`config.mk`:
```
export PLATFORM = sky130hd
export DESIGN_NAME = keypad_lock_top
export DESIGN_NICKNAME = d
export VERILOG_FILES = /design/src/lock_pkg.sv /design/src/keypad_decoder.sv /design/src/code_checker.sv /design/src/buzzer_tone.sv /design/src/lock_regs.sv /design/src/keypad_lock_top.sv
export VERILOG_INCLUDE_DIRS = /design/src /design/src/src
export SDC_FILE = /design/constraint.sdc
export NUM_CORES = 1
export LEC_CHECK = 0
export BUFFER_PORTS_ARGS = -buffer_cell sky130_fd_sc_hd__buf_2
export CAP_MARGIN = 20
export CORE_MARGIN = 5
export CORE_UTILIZATION = 30
export DETAILED_ROUTE_END_ITERATION = 12
export SLEW_MARGIN = 25
export SYNTH_ARGS = -nofsm -noshare
export SYNTH_HDL_FRONTEND = slang
export SYNTH_SLANG_ARGS = --single-unit
```
`constraint.sdc`:
```
create_clock -name clk -period 10.1 [get_ports clk]
set_input_delay 0.505 -clock clk [delete_from_list [all_inputs] [get_ports clk]]
set_output_delay 0.505 -clock clk [all_outputs]
set_load 0.1 [all_outputs]
```
`src/lock_macros.svh`:
```
`ifndef LOCK_MACROS_SVH
`define LOCK_MACROS_SVH

// keypad line positions of the control keys
`define KEY_ENTER_BIT        4'd0
`define KEY_CLEAR_ALL_BIT    4'd8
`define KEY_CLEAR_ENTRY_BIT  4'd12

// display words
`define DISPLAY_BLANK        12'hFFF
`define DISPLAY_PASS         12'hBCC   // "ASS"
`define DISPLAY_LOCKED       12'h000

`define MAX_TRIES            3'd6
`define CODE_RESET           12'h246

// tone timing in clock cycles, scaled down for simulation
`define CLICK_HALF           4'd4
`define CLICK_LEN            7'd40
`define SUCCESS_HALF         4'd2
`define SUCCESS_LEN          7'd120
`define FAIL_HALF            4'd8
`define FAIL_LEN             7'd100
`define FAIL_GAP             7'd60

// register map
`define REG_CODE             4'h0
`define REG_STATUS           4'h4
`define REG_CONTROL          4'h8

`endif

```
`src/lock_pkg.sv`:
```
package lock_pkg;

    typedef logic [3:0]  digit_t;      // one bcd digit
    typedef logic [11:0] code_t;       // three digits, newest in low nibble
    typedef logic [2:0]  try_count_t;
    typedef logic [3:0]  axi_addr_t;
    typedef logic [31:0] axi_data_t;

    typedef enum logic [1:0] {
        KEY_DIGIT,
        KEY_ENTER,
        KEY_CLEAR_ENTRY,
        KEY_CLEAR_ALL
    } key_kind_e;

    typedef struct packed {
        logic      valid;
        key_kind_e kind;
        digit_t    digit;
    } key_event_t;

    // ordered by priority, higher value wins
    typedef enum logic [1:0] {
        TONE_NONE,
        TONE_CLICK,
        TONE_SUCCESS,
        TONE_FAIL
    } tone_e;

    typedef enum logic [1:0] {
        ST_ENTRY,
        ST_OPEN,
        ST_LOCKED
    } lock_state_e;

    typedef struct packed {
        lock_state_e state;
        try_count_t  tries;
    } lock_status_t;

    typedef struct packed {
        logic      awvalid;
        axi_addr_t awaddr;
        logic      wvalid;
        axi_data_t wdata;
        logic [3:0] wstrb;
        logic      bready;
        logic      arvalid;
        axi_addr_t araddr;
        logic      rready;
    } axil_req_t;

    typedef struct packed {
        logic       awready;
        logic       wready;
        logic       bvalid;
        logic [1:0] bresp;
        logic       arready;
        logic       rvalid;
        axi_data_t  rdata;
        logic [1:0] rresp;
    } axil_rsp_t;

endpackage

```
`src/keypad_decoder.sv`:
```
`timescale 1ns/1ps
`include "lock_macros.svh"

module keypad_decoder (
    input  logic                  clk,
    input  logic                  reset,
    input  logic [15:0]           onehot,
    output lock_pkg::key_event_t  key_event
);
    import lock_pkg::*;

    logic [15:0] onehot_q;    // last sampled lines
    logic [3:0]  key_idx;
    key_event_t  next_event;

    always_comb begin
        key_idx = '0;
        for (int i = 0; i < 16; i++) begin
            if (onehot[i]) key_idx = 4'(i);
        end

        next_event       = '0;    // kind defaults to KEY_DIGIT
        next_event.valid = $onehot(onehot) && (onehot != onehot_q);
        case (key_idx)
            `KEY_ENTER_BIT:       next_event.kind = KEY_ENTER;
            `KEY_CLEAR_ALL_BIT:   next_event.kind = KEY_CLEAR_ALL;
            `KEY_CLEAR_ENTRY_BIT: next_event.kind = KEY_CLEAR_ENTRY;
            4'd3:  next_event.digit = 4'd0;
            4'd7:  next_event.digit = 4'd1;
            4'd6:  next_event.digit = 4'd2;
            4'd5:  next_event.digit = 4'd3;
            4'd11: next_event.digit = 4'd4;
            4'd10: next_event.digit = 4'd5;
            4'd9:  next_event.digit = 4'd6;
            4'd15: next_event.digit = 4'd7;
            4'd14: next_event.digit = 4'd8;
            4'd13: next_event.digit = 4'd9;
            default: next_event.valid = 1'b0;    // lines 1, 2, 4 unused
        endcase
    end

    always_ff @(posedge clk) begin
        if (reset) begin
            onehot_q  <= '0;
            key_event <= '0;
        end else begin
            onehot_q  <= onehot;
            key_event <= next_event;    // one-cycle pulse per new press
        end
    end

endmodule

```
`src/code_checker.sv`:
```
`timescale 1ns/1ps
`include "lock_macros.svh"

module code_checker (
    input  logic                   clk,
    input  logic                   reset,
    input  lock_pkg::key_event_t   key_event,
    input  lock_pkg::code_t        stored_code,
    input  logic                   unlock,
    output lock_pkg::code_t        display,
    output lock_pkg::lock_status_t status,
    output lock_pkg::tone_e        tone_req
);
    import lock_pkg::*;

    lock_state_e state_q;
    try_count_t  tries_q;
    try_count_t  tries_next;
    code_t       display_q;
    logic [1:0]  digit_cnt;    // digits held in the entry

    assign tries_next = tries_q + 3'd1;

    always_ff @(posedge clk) begin
        if (reset) begin
            state_q   <= ST_ENTRY;
            tries_q   <= '0;
            display_q <= `DISPLAY_BLANK;
            digit_cnt <= '0;
            tone_req  <= TONE_NONE;
        end else begin
            tone_req <= TONE_NONE;    // request lasts one cycle
            if (unlock) begin
                state_q   <= ST_ENTRY;
                tries_q   <= '0;
                display_q <= `DISPLAY_BLANK;
                digit_cnt <= '0;
            end else if (key_event.valid) begin
                case (key_event.kind)
                    KEY_DIGIT: begin
                        if (state_q == ST_ENTRY && digit_cnt != 2'd3) begin
                            display_q <= {display_q[7:0], key_event.digit};
                            digit_cnt <= digit_cnt + 2'd1;
                            tone_req  <= TONE_CLICK;
                        end
                    end
                    KEY_ENTER: begin
                        if (state_q == ST_ENTRY && digit_cnt == 2'd3) begin
                            if (display_q == stored_code) begin
                                display_q <= `DISPLAY_PASS;
                                state_q   <= ST_OPEN;
                                tone_req  <= TONE_SUCCESS;
                            end else begin
                                display_q <= `DISPLAY_BLANK;
                                digit_cnt <= '0;
                                tries_q   <= tries_next;
                                tone_req  <= TONE_FAIL;
                                if (tries_next == `MAX_TRIES) begin
                                    state_q   <= ST_LOCKED;
                                    display_q <= `DISPLAY_LOCKED;
                                end
                            end
                        end
                    end
                    KEY_CLEAR_ENTRY: begin
                        if (state_q != ST_LOCKED) begin    // lockout keeps zeros
                            display_q <= `DISPLAY_BLANK;
                            digit_cnt <= '0;
                            state_q   <= ST_ENTRY;
                        end
                    end
                    KEY_CLEAR_ALL: begin
                        display_q <= `DISPLAY_BLANK;
                        digit_cnt <= '0;
                        tries_q   <= '0;
                        state_q   <= ST_ENTRY;
                    end
                    default: ;
                endcase
            end
        end
    end

    assign display      = display_q;
    assign status.state = state_q;
    assign status.tries = tries_q;

endmodule

```
`src/buzzer_tone.sv`:
```
`timescale 1ns/1ps
`include "lock_macros.svh"

module buzzer_tone (
    input  logic            clk,
    input  logic            reset,
    input  lock_pkg::tone_e tone_req,
    output logic            buzzer
);
    import lock_pkg::*;

    tone_e      active;
    logic [6:0] dur_cnt;     // cycles since pattern start
    logic [3:0] half_cnt;    // cycles in current half period
    logic [6:0] len_sel;
    logic [3:0] half_sel;
    logic       accept;

    always_comb begin
        case (active)
            TONE_SUCCESS: begin
                len_sel  = `SUCCESS_LEN;
                half_sel = `SUCCESS_HALF;
            end
            TONE_FAIL: begin
                len_sel  = `FAIL_LEN;
                half_sel = `FAIL_HALF;
            end
            default: begin
                len_sel  = `CLICK_LEN;
                half_sel = `CLICK_HALF;
            end
        endcase
    end

    // equal or higher priority restarts the pattern
    assign accept = (tone_req != TONE_NONE) && (tone_req >= active);

    always_ff @(posedge clk) begin
        if (reset) begin
            active   <= TONE_NONE;
            dur_cnt  <= '0;
            half_cnt <= '0;
            buzzer   <= 1'b0;
        end else if (accept) begin
            active   <= tone_req;
            dur_cnt  <= '0;
            half_cnt <= '0;
            buzzer   <= 1'b1;    // every pattern starts high
        end else if (active != TONE_NONE) begin
            dur_cnt  <= dur_cnt + 7'd1;
            half_cnt <= half_cnt + 4'd1;
            if (half_cnt == half_sel - 4'd1) begin
                buzzer   <= ~buzzer;
                half_cnt <= '0;
            end
            if (active == TONE_FAIL && dur_cnt >= `FAIL_GAP) begin
                buzzer <= 1'b0;    // silent tail of the fail pattern
            end
            if (dur_cnt == len_sel - 7'd1) begin
                active <= TONE_NONE;
                buzzer <= 1'b0;
            end
        end
    end

endmodule

```
`src/lock_regs.sv`:
```
`timescale 1ns/1ps
`include "lock_macros.svh"

module lock_regs (
    input  logic                   clk,
    input  logic                   reset,
    input  lock_pkg::axil_req_t    axil_req,
    output lock_pkg::axil_rsp_t    axil_rsp,
    input  lock_pkg::lock_status_t status,
    output lock_pkg::code_t        stored_code,
    output logic                   unlock
);
    import lock_pkg::*;

    localparam logic [1:0] RESP_OKAY   = 2'b00;
    localparam logic [1:0] RESP_SLVERR = 2'b10;

    logic       aw_w_ready;    // awready and wready move together
    logic       bvalid_q;
    logic [1:0] bresp_q;
    logic       arready_q;
    logic       rvalid_q;
    axi_data_t  rdata_q;
    logic [1:0] rresp_q;
    code_t      code_q;
    axi_data_t  rd_data;
    logic [1:0] rd_resp;
    logic       wr_fire;
    logic       rd_fire;

    assign wr_fire = aw_w_ready && axil_req.awvalid && axil_req.wvalid;
    assign rd_fire = arready_q && axil_req.arvalid;

    always_comb begin
        rd_data = '0;
        rd_resp = RESP_OKAY;
        case (axil_req.araddr)
            `REG_CODE:    rd_data = {20'd0, code_q};
            `REG_STATUS:  rd_data = {27'd0, status.tries, status.state};
            `REG_CONTROL: rd_data = '0;
            default:      rd_resp = RESP_SLVERR;
        endcase
    end

    always_ff @(posedge clk) begin
        if (reset) begin
            aw_w_ready <= 1'b0;
            bvalid_q   <= 1'b0;
            bresp_q    <= RESP_OKAY;
            arready_q  <= 1'b0;
            rvalid_q   <= 1'b0;
            rdata_q    <= '0;
            rresp_q    <= RESP_OKAY;
            code_q     <= `CODE_RESET;
            unlock     <= 1'b0;
        end else begin
            unlock <= 1'b0;

            // write channel
            if (wr_fire) begin
                aw_w_ready <= 1'b0;
                bvalid_q   <= 1'b1;
                bresp_q    <= RESP_OKAY;
                case (axil_req.awaddr)
                    `REG_CODE: begin
                        if (axil_req.wstrb[0]) code_q[7:0]  <= axil_req.wdata[7:0];
                        if (axil_req.wstrb[1]) code_q[11:8] <= axil_req.wdata[11:8];
                    end
                    `REG_STATUS: ;    // read only
                    `REG_CONTROL: unlock <= axil_req.wstrb[0] && axil_req.wdata[0];
                    default: bresp_q <= RESP_SLVERR;
                endcase
            end else if (axil_req.awvalid && axil_req.wvalid && !aw_w_ready && !bvalid_q) begin
                aw_w_ready <= 1'b1;
            end else begin
                aw_w_ready <= 1'b0;
            end
            if (bvalid_q && axil_req.bready) bvalid_q <= 1'b0;

            // read channel
            if (rd_fire) begin
                arready_q <= 1'b0;
                rvalid_q  <= 1'b1;
                rdata_q   <= rd_data;
                rresp_q   <= rd_resp;
            end else if (axil_req.arvalid && !arready_q && !rvalid_q) begin
                arready_q <= 1'b1;
            end else begin
                arready_q <= 1'b0;
            end
            if (rvalid_q && axil_req.rready) rvalid_q <= 1'b0;
        end
    end

    assign axil_rsp.awready = aw_w_ready;
    assign axil_rsp.wready  = aw_w_ready;
    assign axil_rsp.bvalid  = bvalid_q;
    assign axil_rsp.bresp   = bresp_q;
    assign axil_rsp.arready = arready_q;
    assign axil_rsp.rvalid  = rvalid_q;
    assign axil_rsp.rdata   = rdata_q;
    assign axil_rsp.rresp   = rresp_q;
    assign stored_code      = code_q;

endmodule

```
`src/keypad_lock_top.sv`:
```
`timescale 1ns/1ps

module keypad_lock_top (
    input  logic                clk,
    input  logic                reset,
    input  logic [15:0]         onehot,
    input  lock_pkg::axil_req_t axil_req,
    output lock_pkg::axil_rsp_t axil_rsp,
    output lock_pkg::code_t     display,
    output logic                buzzer
);
    import lock_pkg::*;

    key_event_t   key_event;
    code_t        stored_code;
    lock_status_t status;
    tone_e        tone_req;
    logic         unlock;

    keypad_decoder u_decoder (
        .clk       (clk),
        .reset     (reset),
        .onehot    (onehot),
        .key_event (key_event)
    );

    code_checker u_checker (
        .clk         (clk),
        .reset       (reset),
        .key_event   (key_event),
        .stored_code (stored_code),
        .unlock      (unlock),
        .display     (display),
        .status      (status),
        .tone_req    (tone_req)
    );

    buzzer_tone u_buzzer (
        .clk      (clk),
        .reset    (reset),
        .tone_req (tone_req),
        .buzzer   (buzzer)
    );

    lock_regs u_regs (
        .clk         (clk),
        .reset       (reset),
        .axil_req    (axil_req),
        .axil_rsp    (axil_rsp),
        .status      (status),
        .stored_code (stored_code),
        .unlock      (unlock)
    );

endmodule

```
==> Yosys cells after proc, flatten, opt, wreduce, memory -nomap -nowiden <==
Cells that the tools add are included.
{ "word_totals": {"register_bits": 111, "latchBits": 0, "ramBits": 0, "romBits": 0, "in_bits": 67, "out_inout_bits": 54, "word_cells": 193, "n_memories": 0} }
{ "classes": {"addsub": 21, "multipliers": 0, "div_mod_pow": 0, "n_lt_le_gt_ge": 2, "n_eq_ne": 35, "shifts": 0, "n_mux": 55, "bitwise": 5, "n_reduce_logical": 52} }
{ "ops": {"columns": ["cell", "count"], "rows": [
  ["2-to-1 mux 12 bit", 5],
  ["case mux 12 bit (4 select lines)", 1],
  ["== test 4 bit (second input constant)", 10],
  ["2-to-1 mux 4 bit", 9],
  ["case mux 4 bit (9 select lines)", 1],
  ["adder 5 bit", 7],
  ["2-to-1 mux 2 bit", 15],
  ["case mux 12 bit (2 select lines)", 1],
  ["== test 4 x 3 -> 1 bit (second input constant)", 5],
  ["2-to-1 mux 3 bit", 6],
  ["adder 1 x 1 -> 2 bit", 8],
  ["logical AND 1 bit", 16],
  ["!= test 16 bit", 1],
  ["case mux 7 bit (2 select lines)", 1],
  ["OR reduction 2 bit", 7],
  ["OR reduction 13 bit", 1],
  ["== test 12 bit", 1],
  ["logical NOT 4 bit", 3],
  ["case mux 2 bit (3 select lines)", 2],
  ["OR reduction 3 bit", 4],
  ["== test 2 bit (second input constant)", 5],
  ["2-to-1 mux 1 bit", 10],
  ["AND reduction 5 bit", 2],
  ["nonzero test 2 bit", 5],
  ["29 further kinds", 44]
]} }

==> Longest topological paths before layout <==
{ "depth": {"depth_word": 19, "mapped_depth": 16, "mapped_depth_nobuf": 16} }

==> Hierarchy <==
A second synthesis with hierarchy kept.
{ "hier_totals": {"cells_unflattened": 554, "area_unflattened_um2": 4894.7} }
{ "by_module_without_submodules": {"columns": ["mod", "instances", "cells_per_inst", "area_per_inst_um2", "seq_area_each_um2"], "rows": [
  ["lock_regs", 1, 165, 1525.2, 620.6],
  ["keypad_decoder", 1, 154, 1416.4, 460.4],
  ["code_checker", 1, 141, 1163.6, 420.4],
  ["buzzer_tone", 1, 94, 789.5, 280.3]
]} }

==> Least setup slack after synthesis <==
No wires, ideal clock.
{ "synth_timing": {"path_type": "input to register", "from": "input port onehot[14]", "to": "register, netlist name u_decoder.key_event[6]", "setup_ps": 91, "t_arrival_ps": 3907, "required_ps": 10009, "path_slack_ps": 6102, "stages": 12, "n_path_buf": 0, "cell_sequence": "ha_1 fa_1 inv_1 fa_1 fa_1 inv_1 fa_1 ha_1 fa_1 nor3_1 nand4b_1 a311oi_1"} }
{ "synth_via": {"elab_chain_cells": 6, "elab_cells_between_ends": 25, "cone_classes": "add/sub: 4; eq/ne: 14; mux: 2; bitwise: 1; reduce/logical: 4"} }
{ "synth_rtl": {"columns": ["item", "line_no", "rtl"], "rows": [
  ["from (decl)", "keypad_lock_top.sv:6", "input logic [15:0] onehot,"],
  ["adder 1 x 1 -> 2 bit (implied by the code) / 2-to-1 mux 4 bit (equally long branches)", "keypad_decoder.sv:23, keypad_decoder.sv:19", null],
  ["adder 5 bit (implied by the code) / 2-to-1 mux 4 bit (equally long branches)", "keypad_decoder.sv:23, keypad_decoder.sv:19", null],
  ["adder 5 bit (implied by the code) (tied with other cells)", "keypad_decoder.sv:23", "next_event.valid = $onehot(onehot) && (onehot != onehot_q);"],
  ["adder 5 bit (implied by the code) / OR reduction 13 bit (equally long branches)", null, null],
  ["== test 5 x 1 -> 1 bit / NOT 1 bit (equally long branches)", null, null],
  ["logical AND 1 bit / OR reduction 2 bit (equally long branches)", null, null]
]} }
Several ways; a longest one is shown, not always the timed one.
A chain may end at the register's enable or synchronous reset.

==> Final worst setup path <==
{ "layout_timing": {"from": "input port onehot[15]", "to": "register, netlist name u_decoder.key_event[6]"} }
{ "layout_via": {"elab_chain_cells": 6, "elab_cells_between_ends": 24, "cone_classes": "add/sub: 4; eq/ne: 14; mux: 1; bitwise: 1; reduce/logical: 4"} }
{ "layout_rtl": {"columns": ["item", "line_no"], "rows": [
  ["adder 1 x 1 -> 2 bit (implied by the code)", "keypad_decoder.sv:23"],
  ["adder 5 bit (implied by the code) (3 in a row)", "keypad_decoder.sv:23"],
  ["== test 5 x 1 -> 1 bit", "keypad_decoder.sv:23"],
  ["logical AND 1 bit", "keypad_decoder.sv:23"]
]} }
Several ways; a longest one is shown, not always the timed one.

==> results.py <==
metrics = {
    "floorplanning": {
        "placementRows": 46,
        "fp.coreArea_sq_um": 15700,
        "start_util_pct": 30.2,
        "die_width_microns": 136,
        "die_y_microns": 136,
        "dieArea_sq_um": 18400,
        "pin_count": 121,
    },
    "route": {
        "ant_nets": 0,
        "via_per_inst": 4.61,
        "wl_mm": 10.5,
        "drc": 0,
        "dr.pass1.iters": 4,
        "drt_iter0_drc": 176,
        "dr_total_vias": 3779,
        "wl_per_cell_microns": 12.8,
    },
    "cells_and_area": {
        "final_nets": 701,
        "final_util_pct": 35.3,
        "drive_gt1_share_pct": 17.1,
        "area_delta_synth_final_pct": 16.7,
        "n_fill_cell": 1674,
        "num_antenna_cells": 0,
        "fin_cells": 820,
    },
    "sta": {
        "finalHoldViolCount": 0,
        "fin_skew_ps": 8.86,
        "fmax_mhz": 244,
        "period_minus_slack_ps": 4090,
        "fin_ws_ps": 6010,
        "tightest_slew_ps": 900,
        "setup_tns_ps": 0,
        "rsz0062_at_grt": "no",
        "max_slew_margin_pct": 39.5,
        "maxSlewViolCount": 0,
        "finalSetupViolCount": 0,
        "period_share_pct": 40.5,
    },
    "grt": {
        "grt.total_usage_pct": 11.7,
        "overflow": 0,
        "grt_pass1_vias": 3665,
        "grt_pass1_wl_mm": 17.6,
        "grt_start_max_net_pins": 59,
        "antenna_found_initial": 1,
    },
    "worst_setup_path": {
        "crit_fanout": 8,
        "worst-path-buf-inv": 3,
        "path_class": "in -> reg",
        "cp_top_family": "adder cells",
        "cpPeakStageDelay_ps": 540,
        "worst_setup_path_start_kind": "primary input",
        "cpMostUsedCell": "fa_1",
        "worstPathRequired_ps": 10330,
        "cp.arrival_ps": 4330,
        "crit_chain": "buf_2 > ha_1 > fa_1 > inv_1 > fa_1 > fa_1 > inv_1 > fa_1 > ha_1 > fa_1 > nor3_1 > nand4b_1 > a311oi_1",
        "crit_path_top_delay_cell": "fa_1",
        "crit_path_end_kind": "flop",
    },
    "worst_hold_path": {
        "holdCritPathClass": "in -> reg",
    },
    "clock_tree": {
        "cts-resized-gates": 0,
        "path_clk_slew_ps": 60,
        "postCtsHoldBufs": 0,
        "cts_made_buffers": 9,
        "numClockSinks": 89,
        "h-tree-depth": 3,
        "cts-root-buf": "clkbuf_16",
        "clockBufferDepth": 2,
        "postCtsSetupBuffers": 0,
        "cts_tree": "done",
        "clkLatencyLatePin_ps": 340,
    },
    "synth": {
        "syn_avg_cell_area_sq_um": 8.82,
        "synthFlopType": "dfxtp_1",
        "yosysWarnings": 0,
        "yosysSeqAreaShare_pct": 37.5,
        "synth_edf_count": 0,
        "syn_inst": 538,
        "synth_area_sq_um": 4750,
        "ys_ff_latch": 89,
        "synth_cell_types": 59,
        "async_flop_share_pct": 0,
    },
    "pwr": {
        "peakVddDrop_uv": 84.7,
        "seqPwrFrac_pct": 37.2,
        "power_density_nw_per_um2": 191,
        "swShare_pct": 33.3,
        "switching_power_uw": 353,
        "combPwrFrac_pct": 26.4,
        "leakagePower_nw": 2.36,
        "p_clk_share_pct": 36.4,
        "p_int_uw": 706,
    },
    "placement": {
        "place_hpwl_mm": 8.03,
        "gp_congestion": 0.836,
        "pre_cts_ws_ps": 5610,
        "dp.cells": 804,
        "place.port_buffers": 76,
    },
    "status": {
        "outcome": "complete, no violations",
    },
    "job": {
        "cap_violations": 0,
    },
}
==> registers in the layout, indices dropped and copies added, names as in the netlist, 2 cells and up <==
signal and cells:
u_buzzer.active 2, u_buzzer.dur_cnt 7, u_buzzer.half_cnt 4, u_checker.digit_cnt 2, u_checker.display 12, u_checker.state_q 2
u_checker.tone_req 2, u_checker.tries_q 3, u_decoder.key_event 7, u_decoder.onehot_q 16, u_regs.rdata_q 12, u_regs.stored_code 12
==> cells in the mapped netlist (3+ instances only) <==
cell | count | area, sq um
o22ai_1 | 7 | 43.8
dfxtp_1 | 89 | 1780
inv_1 | 35 | 131
o21ai_0 | 4 | 20.0
a21o_1 | 3 | 22.5
nand2b_1 | 3 | 18.8
fa_1 | 11 | 220
buf_4 | 27 | 203
mux2_2 | 3 | 33.8
nand4_1 | 9 | 56.3
o21ai_1 | 4 | 20.0
ha_1 | 24 | 300
a22oi_1 | 8 | 60.1
a211o_1 | 4 | 35.0
nand3_1 | 12 | 60.1
nand4b_1 | 3 | 26.3
nor4_1 | 7 | 43.8
nor2b_1 | 13 | 81.3
nor3b_1 | 4 | 30.0
o31ai_1 | 4 | 30.0
nor3_1 | 14 | 70.1
nand2_1 | 30 | 113
a21oi_1 | 31 | 155
nor2_1 | 72 | 270
xnor2_1 | 21 | 184
or2_1 | 3 | 18.8
or3_1 | 6 | 37.5
xor2_1 | 17 | 149
clkbuf_1 | 20 | 75.1
mux2i_1 | 14 | 140
==> worst min-delay path, stage by stage <==
cell     delay (ps)
buf_2           100
nand2_1          50
nor4_1           30
==> per-stage QoR <==
step	hold WS, ps	power (mW)	cell area [sq um]
4_1_cts	384	1.07	5540
5_1_grt	391	1.13	5540
2_1_floorplan	429	0.636	4820
6_report	394	1.06	5540
3_5_place_dp	436	0.687	5190
3_3_place_gp	438	0.680	5190
==> power by group through the flow <==
| stage | Combinational [mW] | Clock (mW) | Sequential (mW) |
|---|---|---|---|
| 6_report | 0.280 | 0.385 | 0.394 |
| 5_1_grt | 0.316 | 0.412 | 0.397 |
| 4_1_cts | 0.285 | 0.395 | 0.394 |
| 3_5_place_dp | 0.285 | 0 | 0.402 |
| 3_3_place_gp | 0.279 | 0 | 0.401 |
| 2_1_floorplan | 0.191 | 0 | 0.445 |
==> kinds of logic after synthesis <==
family | count (synthesis) | share of synthesized area [%]
AND/OR/NAND/NOR | 191 | 20.4
flip-flops | 89 | 37.5
buffers and inverters | 84 | 8.94
AO/OA/AOI/OAI | 83 | 11.4
XOR/XNOR | 38 | 7.01
adder cells (fa/ha/maj) | 35 | 11.0
multiplexers | 17 | 3.66
other | 1 | 0.0790
==> layout make-up <==
class	instances	area [sq um]	share of cell area (%)
clock buffer	11	243	4.38
clock inverter	5	103	1.85
inverter	36	135	2.44
multi-input combinational	386	2620	47.3
sequential	89	1780	32.2
tap	216	270	4.88
timing repair buffer	77	388	7.00
==> layer usage <==
metal,global-route usage [%],routed length (microns),up-vias
met5,0,13,-
met4,2.52,101,2
met3,3.12,609,11
met2,18.4,4760,86
met1,16.1,5020,1775
li1,-,-,1905
==> cells in the final DEF, fill, tap and decap left out, drive strengths merged, types with 5 or more instances in the layout <==
cell and n:
buf 77, nor2 72, or3 6, conb 22, o21ai 8, ha 24, nor3b 5, dfxtp 89
nor4 7, xor2 17, clkbuf 11, fa 11, xnor2 21, nand2 30, a22oi 8, o22ai 8
a21oi 31, nor2b 13, nor3 14, mux2i 14, inv 36, nand3 12, nand4 9
==> worst paths after layout <==
check / startpoint / endpoint / slack, ps / depth (start not counted)
setup / recovery: onehot[15] / u_decoder.key_event[6] / 6010 / 13
hold / removal: axil_req[48] / u_regs.aw_w_ready / 390 / 3
setup reg to reg: u_checker.digit_cnt[0] / u_checker.display[9] / 8030 / 7
hold reg to reg: u_decoder.key_event[1] / u_checker.display[1] / 440 / 2
(Power assumes the default switching activity.)
